File: config.mk
export PLATFORM = sky130hd
export DESIGN_NAME = eeprom_master_top
export DESIGN_NICKNAME = d
export VERILOG_FILES = /design/src/source/eeprom_pkg.sv /design/src/source/eeprom_ifs.sv /design/src/source/apb_regs.sv /design/src/source/eeprom_ctrl.sv /design/src/source/i2c_bit_engine.sv /design/src/source/eeprom_master_top.sv
export SDC_FILE = /design/constraint.sdc
export NUM_CORES = 1
export LEC_CHECK = 0
export ABC_AREA = 1
export ABC_CLOCK_PERIOD_IN_PS = 2000
export BUFFER_PORTS_ARGS = -buffer_cell sky130_fd_sc_hd__buf_2
export CAP_MARGIN = 40
export CELL_PAD_IN_SITES_DETAIL_PLACEMENT = 1
export CELL_PAD_IN_SITES_GLOBAL_PLACEMENT = 2
export CORE_MARGIN = 2
export CORE_UTILIZATION = 31
export CTS_BUF_LIST = sky130_fd_sc_hd__clkbuf_16
export DETAILED_ROUTE_END_ITERATION = 7
export GPL_ROUTABILITY_DRIVEN = 0
export PLACE_DENSITY_LB_ADDON = 0.1
export SLEW_MARGIN = 20
export SYNTH_ARGS = -nofsm -noshare
export SYNTH_HDL_FRONTEND = slang
export SYNTH_SLANG_ARGS = --single-unit
File: constraint.sdc
create_clock -name CLK -period 2 [get_ports CLK]
set_clock_uncertainty 0.15 [all_clocks]
set_input_delay 0.3 -clock CLK [delete_from_list [all_inputs] [get_ports CLK]]
set_output_delay 0.3 -clock CLK [all_outputs]
set_load 0.02 [all_outputs]
File: src/source/eeprom_pkg.sv
package eeprom_pkg;

    typedef logic [10:0] eeprom_addr_t;   // byte address inside the 2K array
    typedef logic [7:0]  byte_t;
    typedef logic [3:0]  apb_addr_t;

    typedef enum logic [2:0] {
        CMD_START,
        CMD_RESTART,
        CMD_WRITE,
        CMD_READ_NACK,
        CMD_STOP
    } i2c_cmd_t;

    typedef enum logic [3:0] {
        IDLE, START, CTRL_W, ADDR, DATA_W, RESTART, CTRL_R, DATA_R, STOP, FINISH
    } ctrl_state_t;

    localparam logic [3:0] DEVICE_CODE = 4'b1010;   // 24Cxx device type
    localparam int SCL_QUARTER = 4;                 // cycles per quarter of SCL

    // register offsets
    localparam apb_addr_t REG_ADDR   = 4'h0;
    localparam apb_addr_t REG_DATA   = 4'h4;
    localparam apb_addr_t REG_CMD    = 4'h8;
    localparam apb_addr_t REG_STATUS = 4'hC;

endpackage

File: src/source/eeprom_ifs.sv
`timescale 1ns/10ps

// register file to transaction controller
interface reg_ctl_if;
    import eeprom_pkg::*;

    logic         start_wr;    // one-cycle pulse
    logic         start_rd;    // one-cycle pulse
    eeprom_addr_t addr;
    byte_t        wdata;
    logic         busy;
    logic         finish;      // one-cycle pulse, rdata valid here
    logic         nack_seen;
    byte_t        rdata;

    modport regs (output start_wr, start_rd, addr, wdata,
                  input  busy, finish, nack_seen, rdata);
    modport ctrl (input  start_wr, start_rd, addr, wdata,
                  output busy, finish, nack_seen, rdata);
endinterface

// controller to bit engine, valid held until cmd_done
interface i2c_cmd_if;
    import eeprom_pkg::*;

    i2c_cmd_t cmd;
    logic     cmd_valid;
    byte_t    tx_byte;
    logic     cmd_done;
    byte_t    rx_byte;
    logic     ack_ok;      // for CMD_WRITE, valid with cmd_done

    modport master (output cmd, cmd_valid, tx_byte,
                    input  cmd_done, rx_byte, ack_ok);
    modport engine (input  cmd, cmd_valid, tx_byte,
                    output cmd_done, rx_byte, ack_ok);
endinterface

File: src/source/apb_regs.sv
`timescale 1ns/10ps

module apb_regs (
    input  logic                  CLK,
    input  logic                  RESET,
    input  logic                  psel,
    input  logic                  penable,
    input  logic                  pwrite,
    input  eeprom_pkg::apb_addr_t paddr,
    input  logic [31:0]           pwdata,
    output logic [31:0]           prdata,
    output logic                  pready,
    output logic                  pslverr,
    reg_ctl_if.regs               ctl
);
    import eeprom_pkg::*;

    eeprom_addr_t addr_q;
    byte_t        wdata_q;
    byte_t        data_q;      // value returned on REG_DATA reads
    logic         done_q;
    logic         nack_q;
    logic         rd_op;       // transaction in flight is a read
    logic         access;
    logic         known;
    logic         cmd_wr;
    logic         cmd_ok;

    assign access = psel && penable;
    assign known  = paddr inside {REG_ADDR, REG_DATA, REG_CMD, REG_STATUS};
    assign cmd_wr = access && pwrite && (paddr == REG_CMD);
    assign cmd_ok = cmd_wr && !ctl.busy;

    assign pready  = 1'b1;
    assign pslverr = access && (!known || (cmd_wr && ctl.busy));

    // write wins over read
    assign ctl.start_wr = cmd_ok && pwdata[0];
    assign ctl.start_rd = cmd_ok && !pwdata[0] && pwdata[1];
    assign ctl.addr     = addr_q;
    assign ctl.wdata    = wdata_q;

    always_ff @(posedge CLK)
    begin
        if (RESET)
        begin
            done_q <= 1'b0;
            nack_q <= 1'b0;
            rd_op  <= 1'b0;
        end
        else if (ctl.start_wr || ctl.start_rd)
        begin
            done_q <= 1'b0;
            nack_q <= 1'b0;
            rd_op  <= ctl.start_rd;
        end
        else if (ctl.finish)
        begin
            done_q <= 1'b1;   // sticky until next command
            nack_q <= ctl.nack_seen;
        end
    end

    always_ff @(posedge CLK)
    begin
        if (access && pwrite && (paddr == REG_ADDR))
            addr_q <= pwdata[10:0];
        if (access && pwrite && (paddr == REG_DATA))
        begin
            wdata_q <= pwdata[7:0];
            data_q  <= pwdata[7:0];
        end
        else if (ctl.finish && rd_op)
            data_q <= ctl.rdata;   // byte fetched from the EEPROM
    end

    always_comb
    begin
        prdata = '0;
        case (paddr)
            REG_ADDR:   prdata[10:0] = addr_q;
            REG_DATA:   prdata[7:0]  = data_q;
            REG_STATUS: prdata[2:0]  = {nack_q, done_q, ctl.busy};
            default:    prdata = '0;   // REG_CMD is write only
        endcase
    end

endmodule

File: src/source/eeprom_ctrl.sv
`timescale 1ns/10ps

module eeprom_ctrl (
    input  logic      CLK,
    input  logic      RESET,
    reg_ctl_if.ctrl   ctl,
    i2c_cmd_if.master bus
);
    import eeprom_pkg::*;

    ctrl_state_t  state;
    ctrl_state_t  nxt;
    logic         is_read;
    logic         nack_q;
    logic         start;
    eeprom_addr_t addr_q;
    byte_t        wdata_q;
    byte_t        rdata_q;

    assign start = (state == IDLE) && (ctl.start_wr || ctl.start_rd);

    always_comb
    begin
        nxt = state;
        case (state)
            IDLE:    if (start) nxt = START;
            START:   if (bus.cmd_done) nxt = CTRL_W;
            CTRL_W:  if (bus.cmd_done) nxt = bus.ack_ok ? ADDR : STOP;
            ADDR:
                if (bus.cmd_done)
                begin
                    if (!bus.ack_ok)
                        nxt = STOP;
                    else
                        nxt = is_read ? RESTART : DATA_W;   // dummy write then read
                end
            DATA_W:  if (bus.cmd_done) nxt = STOP;
            RESTART: if (bus.cmd_done) nxt = CTRL_R;
            CTRL_R:  if (bus.cmd_done) nxt = bus.ack_ok ? DATA_R : STOP;
            DATA_R:  if (bus.cmd_done) nxt = STOP;
            STOP:    if (bus.cmd_done) nxt = FINISH;
            FINISH:  nxt = IDLE;
            default: nxt = IDLE;
        endcase
    end

    always_comb
    begin
        case (state)
            START:   bus.cmd = CMD_START;
            RESTART: bus.cmd = CMD_RESTART;
            DATA_R:  bus.cmd = CMD_READ_NACK;
            STOP:    bus.cmd = CMD_STOP;
            default: bus.cmd = CMD_WRITE;
        endcase
        case (state)
            CTRL_W:  bus.tx_byte = {DEVICE_CODE, addr_q[10:8], 1'b0};
            ADDR:    bus.tx_byte = addr_q[7:0];
            CTRL_R:  bus.tx_byte = {DEVICE_CODE, addr_q[10:8], 1'b1};
            default: bus.tx_byte = wdata_q;
        endcase
    end

    assign bus.cmd_valid = (state != IDLE) && (state != FINISH);
    assign ctl.busy      = (state != IDLE);
    assign ctl.finish    = (state == FINISH);
    assign ctl.nack_seen = nack_q;
    assign ctl.rdata     = rdata_q;

    always_ff @(posedge CLK)
    begin
        if (RESET)
        begin
            state   <= IDLE;
            is_read <= 1'b0;
            nack_q  <= 1'b0;
        end
        else
        begin
            state <= nxt;
            if (start)
            begin
                is_read <= !ctl.start_wr;
                nack_q  <= 1'b0;
            end
            else if (bus.cmd_done && (bus.cmd == CMD_WRITE) && !bus.ack_ok)
                nack_q <= 1'b1;   // slave left SDA high
        end
    end

    // request captured so the registers may change meanwhile
    always_ff @(posedge CLK)
    begin
        if (start)
        begin
            addr_q  <= ctl.addr;
            wdata_q <= ctl.wdata;
        end
        if ((state == DATA_R) && bus.cmd_done)
            rdata_q <= bus.rx_byte;
    end

endmodule

File: src/source/i2c_bit_engine.sv
`timescale 1ns/10ps

module i2c_bit_engine (
    input  logic      CLK,
    input  logic      RESET,
    i2c_cmd_if.engine bus,
    output logic      scl,
    input  logic      sda_in,
    output logic      sda_oe
);
    import eeprom_pkg::*;

    localparam int QW = $clog2(SCL_QUARTER);
    localparam logic [QW-1:0] QMAX = QW'(SCL_QUARTER - 1);

    logic          active;
    i2c_cmd_t      cmd_q;
    logic [QW-1:0] qcnt;
    logic [1:0]    phase;      // 0 low, 1-2 high, 3 low for data bits
    logic [3:0]    bitn;       // bit 8 is the ack slot
    byte_t         sh;
    logic          ack_q;
    logic          boundary;
    logic          last;
    logic          sample;
    logic [1:0]    nxt_phase;
    logic [3:0]    nxt_bit;
    byte_t         nxt_sh;

    // {scl, sda pull} for a given phase of a command
    function automatic logic [1:0] bus_level(input i2c_cmd_t c, input logic [1:0] ph,
                                             input logic [3:0] bn, input logic d);
        logic       hi;
        logic [1:0] lvl;
        hi = (ph == 2'd1) || (ph == 2'd2);
        case (c)
            CMD_START:   lvl = {ph != 2'd3, ph[1]};   // sda falls in phase 2
            CMD_RESTART: lvl = {hi, ph[1]};
            CMD_STOP:    lvl = {ph != 2'd0, ~ph[1]};  // sda rises in phase 2
            CMD_WRITE:   lvl = {hi, (bn < 4'd8) && !d};
            default:     lvl = {hi, 1'b0};            // read bits and the nack
        endcase
        return lvl;
    endfunction

    assign boundary  = active && (qcnt == QMAX);
    assign sample    = active && (qcnt == '0) && (phase == 2'd1);   // first scl high cycle
    assign last      = boundary && (phase == 2'd3) &&
                       (((cmd_q != CMD_WRITE) && (cmd_q != CMD_READ_NACK)) || (bitn == 4'd8));
    assign nxt_phase = phase + 2'd1;
    assign nxt_bit   = (phase == 2'd3) ? bitn + 4'd1 : bitn;
    assign nxt_sh    = ((cmd_q == CMD_WRITE) && (phase == 2'd3)) ? {sh[6:0], 1'b0} : sh;

    assign bus.cmd_done = last;
    assign bus.rx_byte  = sh;
    assign bus.ack_ok   = ack_q;

    always_ff @(posedge CLK)
    begin
        if (RESET)
        begin
            active <= 1'b0;
            cmd_q  <= CMD_STOP;
            qcnt   <= '0;
            phase  <= 2'd0;
            bitn   <= 4'd0;
            scl    <= 1'b1;   // bus idle
            sda_oe <= 1'b0;
            ack_q  <= 1'b0;
        end
        else if (!active)
        begin
            if (bus.cmd_valid)
            begin
                active <= 1'b1;
                cmd_q  <= bus.cmd;
                qcnt   <= '0;
                phase  <= 2'd0;
                bitn   <= 4'd0;
                {scl, sda_oe} <= bus_level(bus.cmd, 2'd0, 4'd0, bus.tx_byte[7]);
            end
        end
        else if (last)
            active <= 1'b0;   // lines hold until next command
        else
        begin
            qcnt <= qcnt + 1'b1;
            if (boundary)
            begin
                qcnt  <= '0;
                phase <= nxt_phase;
                bitn  <= nxt_bit;
                {scl, sda_oe} <= bus_level(cmd_q, nxt_phase, nxt_bit, nxt_sh[7]);
            end
            if (sample && (cmd_q == CMD_WRITE) && (bitn == 4'd8))
                ack_q <= !sda_in;
        end
    end

    always_ff @(posedge CLK)
    begin
        if (!active && bus.cmd_valid)
            sh <= bus.tx_byte;
        else if (sample && (cmd_q == CMD_READ_NACK) && (bitn < 4'd8))
            sh <= {sh[6:0], sda_in};   // msb first
        else if (boundary)
            sh <= nxt_sh;
    end

endmodule

File: src/source/eeprom_master_top.sv
`timescale 1ns/10ps

module eeprom_master_top (
    input  logic                  CLK,
    input  logic                  RESET,
    input  logic                  psel,
    input  logic                  penable,
    input  logic                  pwrite,
    input  eeprom_pkg::apb_addr_t paddr,
    input  logic [31:0]           pwdata,
    output logic [31:0]           prdata,
    output logic                  pready,
    output logic                  pslverr,
    output logic                  scl,
    input  logic                  sda_in,
    output logic                  sda_oe     // high pulls sda low
);

    reg_ctl_if reg_ctl ();
    i2c_cmd_if i2c_cmd ();

    apb_regs apb_regs_inst (
        .CLK     (CLK),
        .RESET   (RESET),
        .psel    (psel),
        .penable (penable),
        .pwrite  (pwrite),
        .paddr   (paddr),
        .pwdata  (pwdata),
        .prdata  (prdata),
        .pready  (pready),
        .pslverr (pslverr),
        .ctl     (reg_ctl.regs)
    );

    eeprom_ctrl eeprom_ctrl_inst (
        .CLK   (CLK),
        .RESET (RESET),
        .ctl   (reg_ctl.ctrl),
        .bus   (i2c_cmd.master)
    );

    i2c_bit_engine i2c_bit_engine_inst (
        .CLK    (CLK),
        .RESET  (RESET),
        .bus    (i2c_cmd.engine),
        .scl    (scl),
        .sda_in (sda_in),
        .sda_oe (sda_oe)
    );

endmodule

==> impl_metrics.json <==
{
  "vias": 3039,
  "hpwlAfterDp_um": 7973,
  "drt-total-wl_um": 10180,
  "stdcell_count": 675,
  "start_util_pct": 31.86,
  "critPathCaptureType": "flop",
  "combPwrFrac_pct": 4.8,
  "worstMarginPinSlew_ns": 0.5463,
  "root_buffer": "clkbuf_16",
  "core_um2": 12670,
  "nFillCells": 1479,
  "async_reset_ff_share_pct": 0,
  "synthCells": 415,
  "hold_path_depth": 1,
  "drtIter0Drc": 102,
  "port_buffers": 34,
  "syn_area_per_cell_um2": 9.726,
  "pre_cts_slack_ns": 0.02594,
  "finalSetupViolations": 0,
  "finalSetupTns_ns": 0,
  "die_w_um": 118.1,
  "wl_per_cell_um": 15.07,
  "ant_nets": 0,
  "placed_cells_incl_taps": 647,
  "synth_commonest_cells": "98 x nand2_1, 62 x edfxtp_1, 38 x inv_1",
  "die-height_um": 118.1,
  "seqPwrFrac_pct": 51.9,
  "yosysSeqAreaShare_pct": 58.03,
  "power.density_nw_per_um2": 732.4,
  "grt_pass1_vias": 3209,
  "crit_type": "reg -> reg",
  "wl_met1_um": 4730,
  "hold_class": "in -> reg",
  "path_max_fanout": 8,
  "routed-wl-met3_um": 342,
  "antenna_found_initial": 0,
  "fmax_mhz": 530.0,
  "reg2reg_depth": 8,
  "htree_levels": 3,
  "cts_sinks": 86,
  "grt_pass1_wl_um": 16780,
  "critPathRequiredTime_ns": 1.90,
  "synthTopCellsByArea": "edfxtp_1 46%, dfxtp_1 12%, nand2_1 9.1%, buf_4 4.1%, a21oi_1 3.6%",
  "clk_path_buf_depth": 2,
  "numCtsBuffers": 9,
  "tritoncts": "yes",
  "hold_viol_final": 0,
  "clkPwrFrac_pct": 43.3,
  "grt_max_degree": 20,
  "yosys.area.top_type": "edfxtp_1",
  "maxCapViolCount": 0,
  "switchingPower_uw": 860.3,
  "switching_share_pct": 23.37,
  "diodes": 0,
  "cp_slowest_cell": "dfxtp_1",
  "p_total_mw": 3.681,
  "rows": 41,
  "status": "complete, no violations",
  "overflow": 0,
  "p_int_mw": 2.821,
  "leakagePower_nw": 2.082,
  "grt.total_usage_pct": 15.58,
  "top_layer_used": "met4",
  "min_period_ns": 1.887,
  "crit_chain": "ha_2 -> nand2_1 -> nor2_2 -> o21ai_2 -> buf_4 -> buf_4 -> nor3_4 -> buf_6",
  "nNetsFinal": 547,
  "synth-edff-count": 62,
  "insertion_delay_ns": 0.34,
  "path_clk_slew_ns": 0.07,
  "syn2layout_area_growth_pct": 24.52,
  "ys_warn_count": 0,
  "synthFlopType": "edfxtp_1",
  "crit_arrival_ns": 1.79,
  "critPathLaunchType": "flop",
  "synth_top_area_share_pct": 46.13,
  "synth_area_um2": 4036,
  "period_share_pct": 94.34,
  "drt_pass1_iterations": 4,
  "dieArea_um2": 13950,
  "io_pins": 78,
  "met2_length_um": 4968,
  "setup_ws_ns": 0.1132,
  "drc": 0,
  "synthMostInstantiatedCell": "nand2_1",
  "slew_headroom_pct": 63.54,
  "synth_cell_types": 40,
  "drt-vias-per-instance": 4.502,
  "ir_drop_mv": 0.4038,
  "synth-seq-cells": 86,
  "drive_above_1_share_pct": 25.45,
  "cpMostUsedCell": "buf_4",
  "slew_violations": 0,
  "cpPeakStageDelay_ns": 0.34
}
==> cells in the final DEF, fill, tap and decap left out, types with 7 or more instances in the layout <==
master and n:
nor2_1 23, o21ai_0 12, dfxtp_1 19, nor2_2 7
clkbuf_16 9, nand3_1 24, conb_1 22, o21ai_1 7
a21oi_1 29, inv_2 7, buf_2 34, inv_1 38
buf_4 36, nand2_1 96, edfxtp_1 62
==> routing by layer <==
layer	global-route usage, %	vias to the layer above
li1	-	1533
met5	0	-
met2	26.45	45
met3	3.537	7
met1	19.53	1454
met4	5.196	0
==> worst max-delay path, delay by kind of cell, from the launching register on <==
kind / cells / cell delay [ns]
flops: 1 / 0.34
simple gates: 3 / 0.38
fa+ha+maj: 1 / 0.20
buf+inv: 3 / 0.45
compound gates: 1 / 0.07
==> sequential cells by signal (all words and copies together), names as in the netlist, 4 cells and up <==
name                             count
apb_regs_inst.data_q                 8
apb_regs_inst.ctl.wdata              8
i2c_bit_engine_inst.bitn             4
i2c_bit_engine_inst.bus.rx_byte      8
eeprom_ctrl_inst.state               4
eeprom_ctrl_inst.ctl.rdata           8
eeprom_ctrl_inst.wdata_q             8
eeprom_ctrl_inst.addr_q             11
apb_regs_inst.ctl.addr              11
==> power by group through the flow <==
stage                     combinational, mW  clock (mW)  sequential [mW]
after floorplan                       0.136           0             1.95
after global placement                0.165           0             1.95
after detailed placement              0.167           0             1.95
after CTS                             0.176        1.66             1.91
after global routing                  0.195        1.72             1.91
final                                 0.176        1.59             1.91
==> stage by stage <==
stage	hold slack (ns)	instance area (um2)	utilization (%)
2_1_floorplan	0.2489	4123	-
3_3_place_gp	0.2550	4594	36.26
3_5_place_dp	0.2592	4594	36.26
4_1_cts	0.005899	4947	39.04
5_1_grt	0.01071	5026	39.67
6_report	0.01876	5026	39.67
==> path summary, 6_finish.rpt <==
kind	slack, ns	endpoint	from
worst max-delay path	0.11	eeprom_ctrl_inst.ctl.rdata[4]$_DFFE_PP_	i2c_bit_engine_inst.qcnt[1]$_SDFFE_PP0P_
worst max register to register	0.11	eeprom_ctrl_inst.ctl.rdata[4]$_DFFE_PP_	i2c_bit_engine_inst.qcnt[1]$_SDFFE_PP0P_
worst min register to register	0.27	eeprom_ctrl_inst.wdata_q[0]$_DFFE_PP_	apb_regs_inst.ctl.wdata[0]$_DFFE_PP_
worst min-delay path	0.02	apb_regs_inst.ctl.addr[2]$_DFFE_PP_	pwdata[2]
==> layout make-up <==
type	count	area [um2]	area share [%]
inverters	45	168.9	3.361
well taps	172	215.2	4.282
clock inverters	7	60.06	1.195
clock buffers	9	225.2	4.481
flip-flops and latches	86	2349	46.73
multi-input cells	276	1436	28.58
repair buffers	80	571.8	11.38
==> what timing repair did <==
item                       CTS  global route
setup endpoints to repair    2            27
pin swaps                    0             3
hold buffers                 6             0
gates resized for setup      3            14
hold endpoints to repair     9             0
buffers inserted             0             6
==> cells by family after synthesis <==
group                    after synthesis  share of synthesized area [%]
AO/OA/AOI/OAI                         70                          10.45
XOR/XNOR                               2                         0.4341
adder cells (fa/ha/maj)                7                          2.170
buffers and inverters                 73                          9.299
flip-flops                            86                          58.03
other                                  2                         0.1861
AND/OR/NAND/NOR                      175                          19.44
No activity file was read; power rests on OpenSTA's default activity.
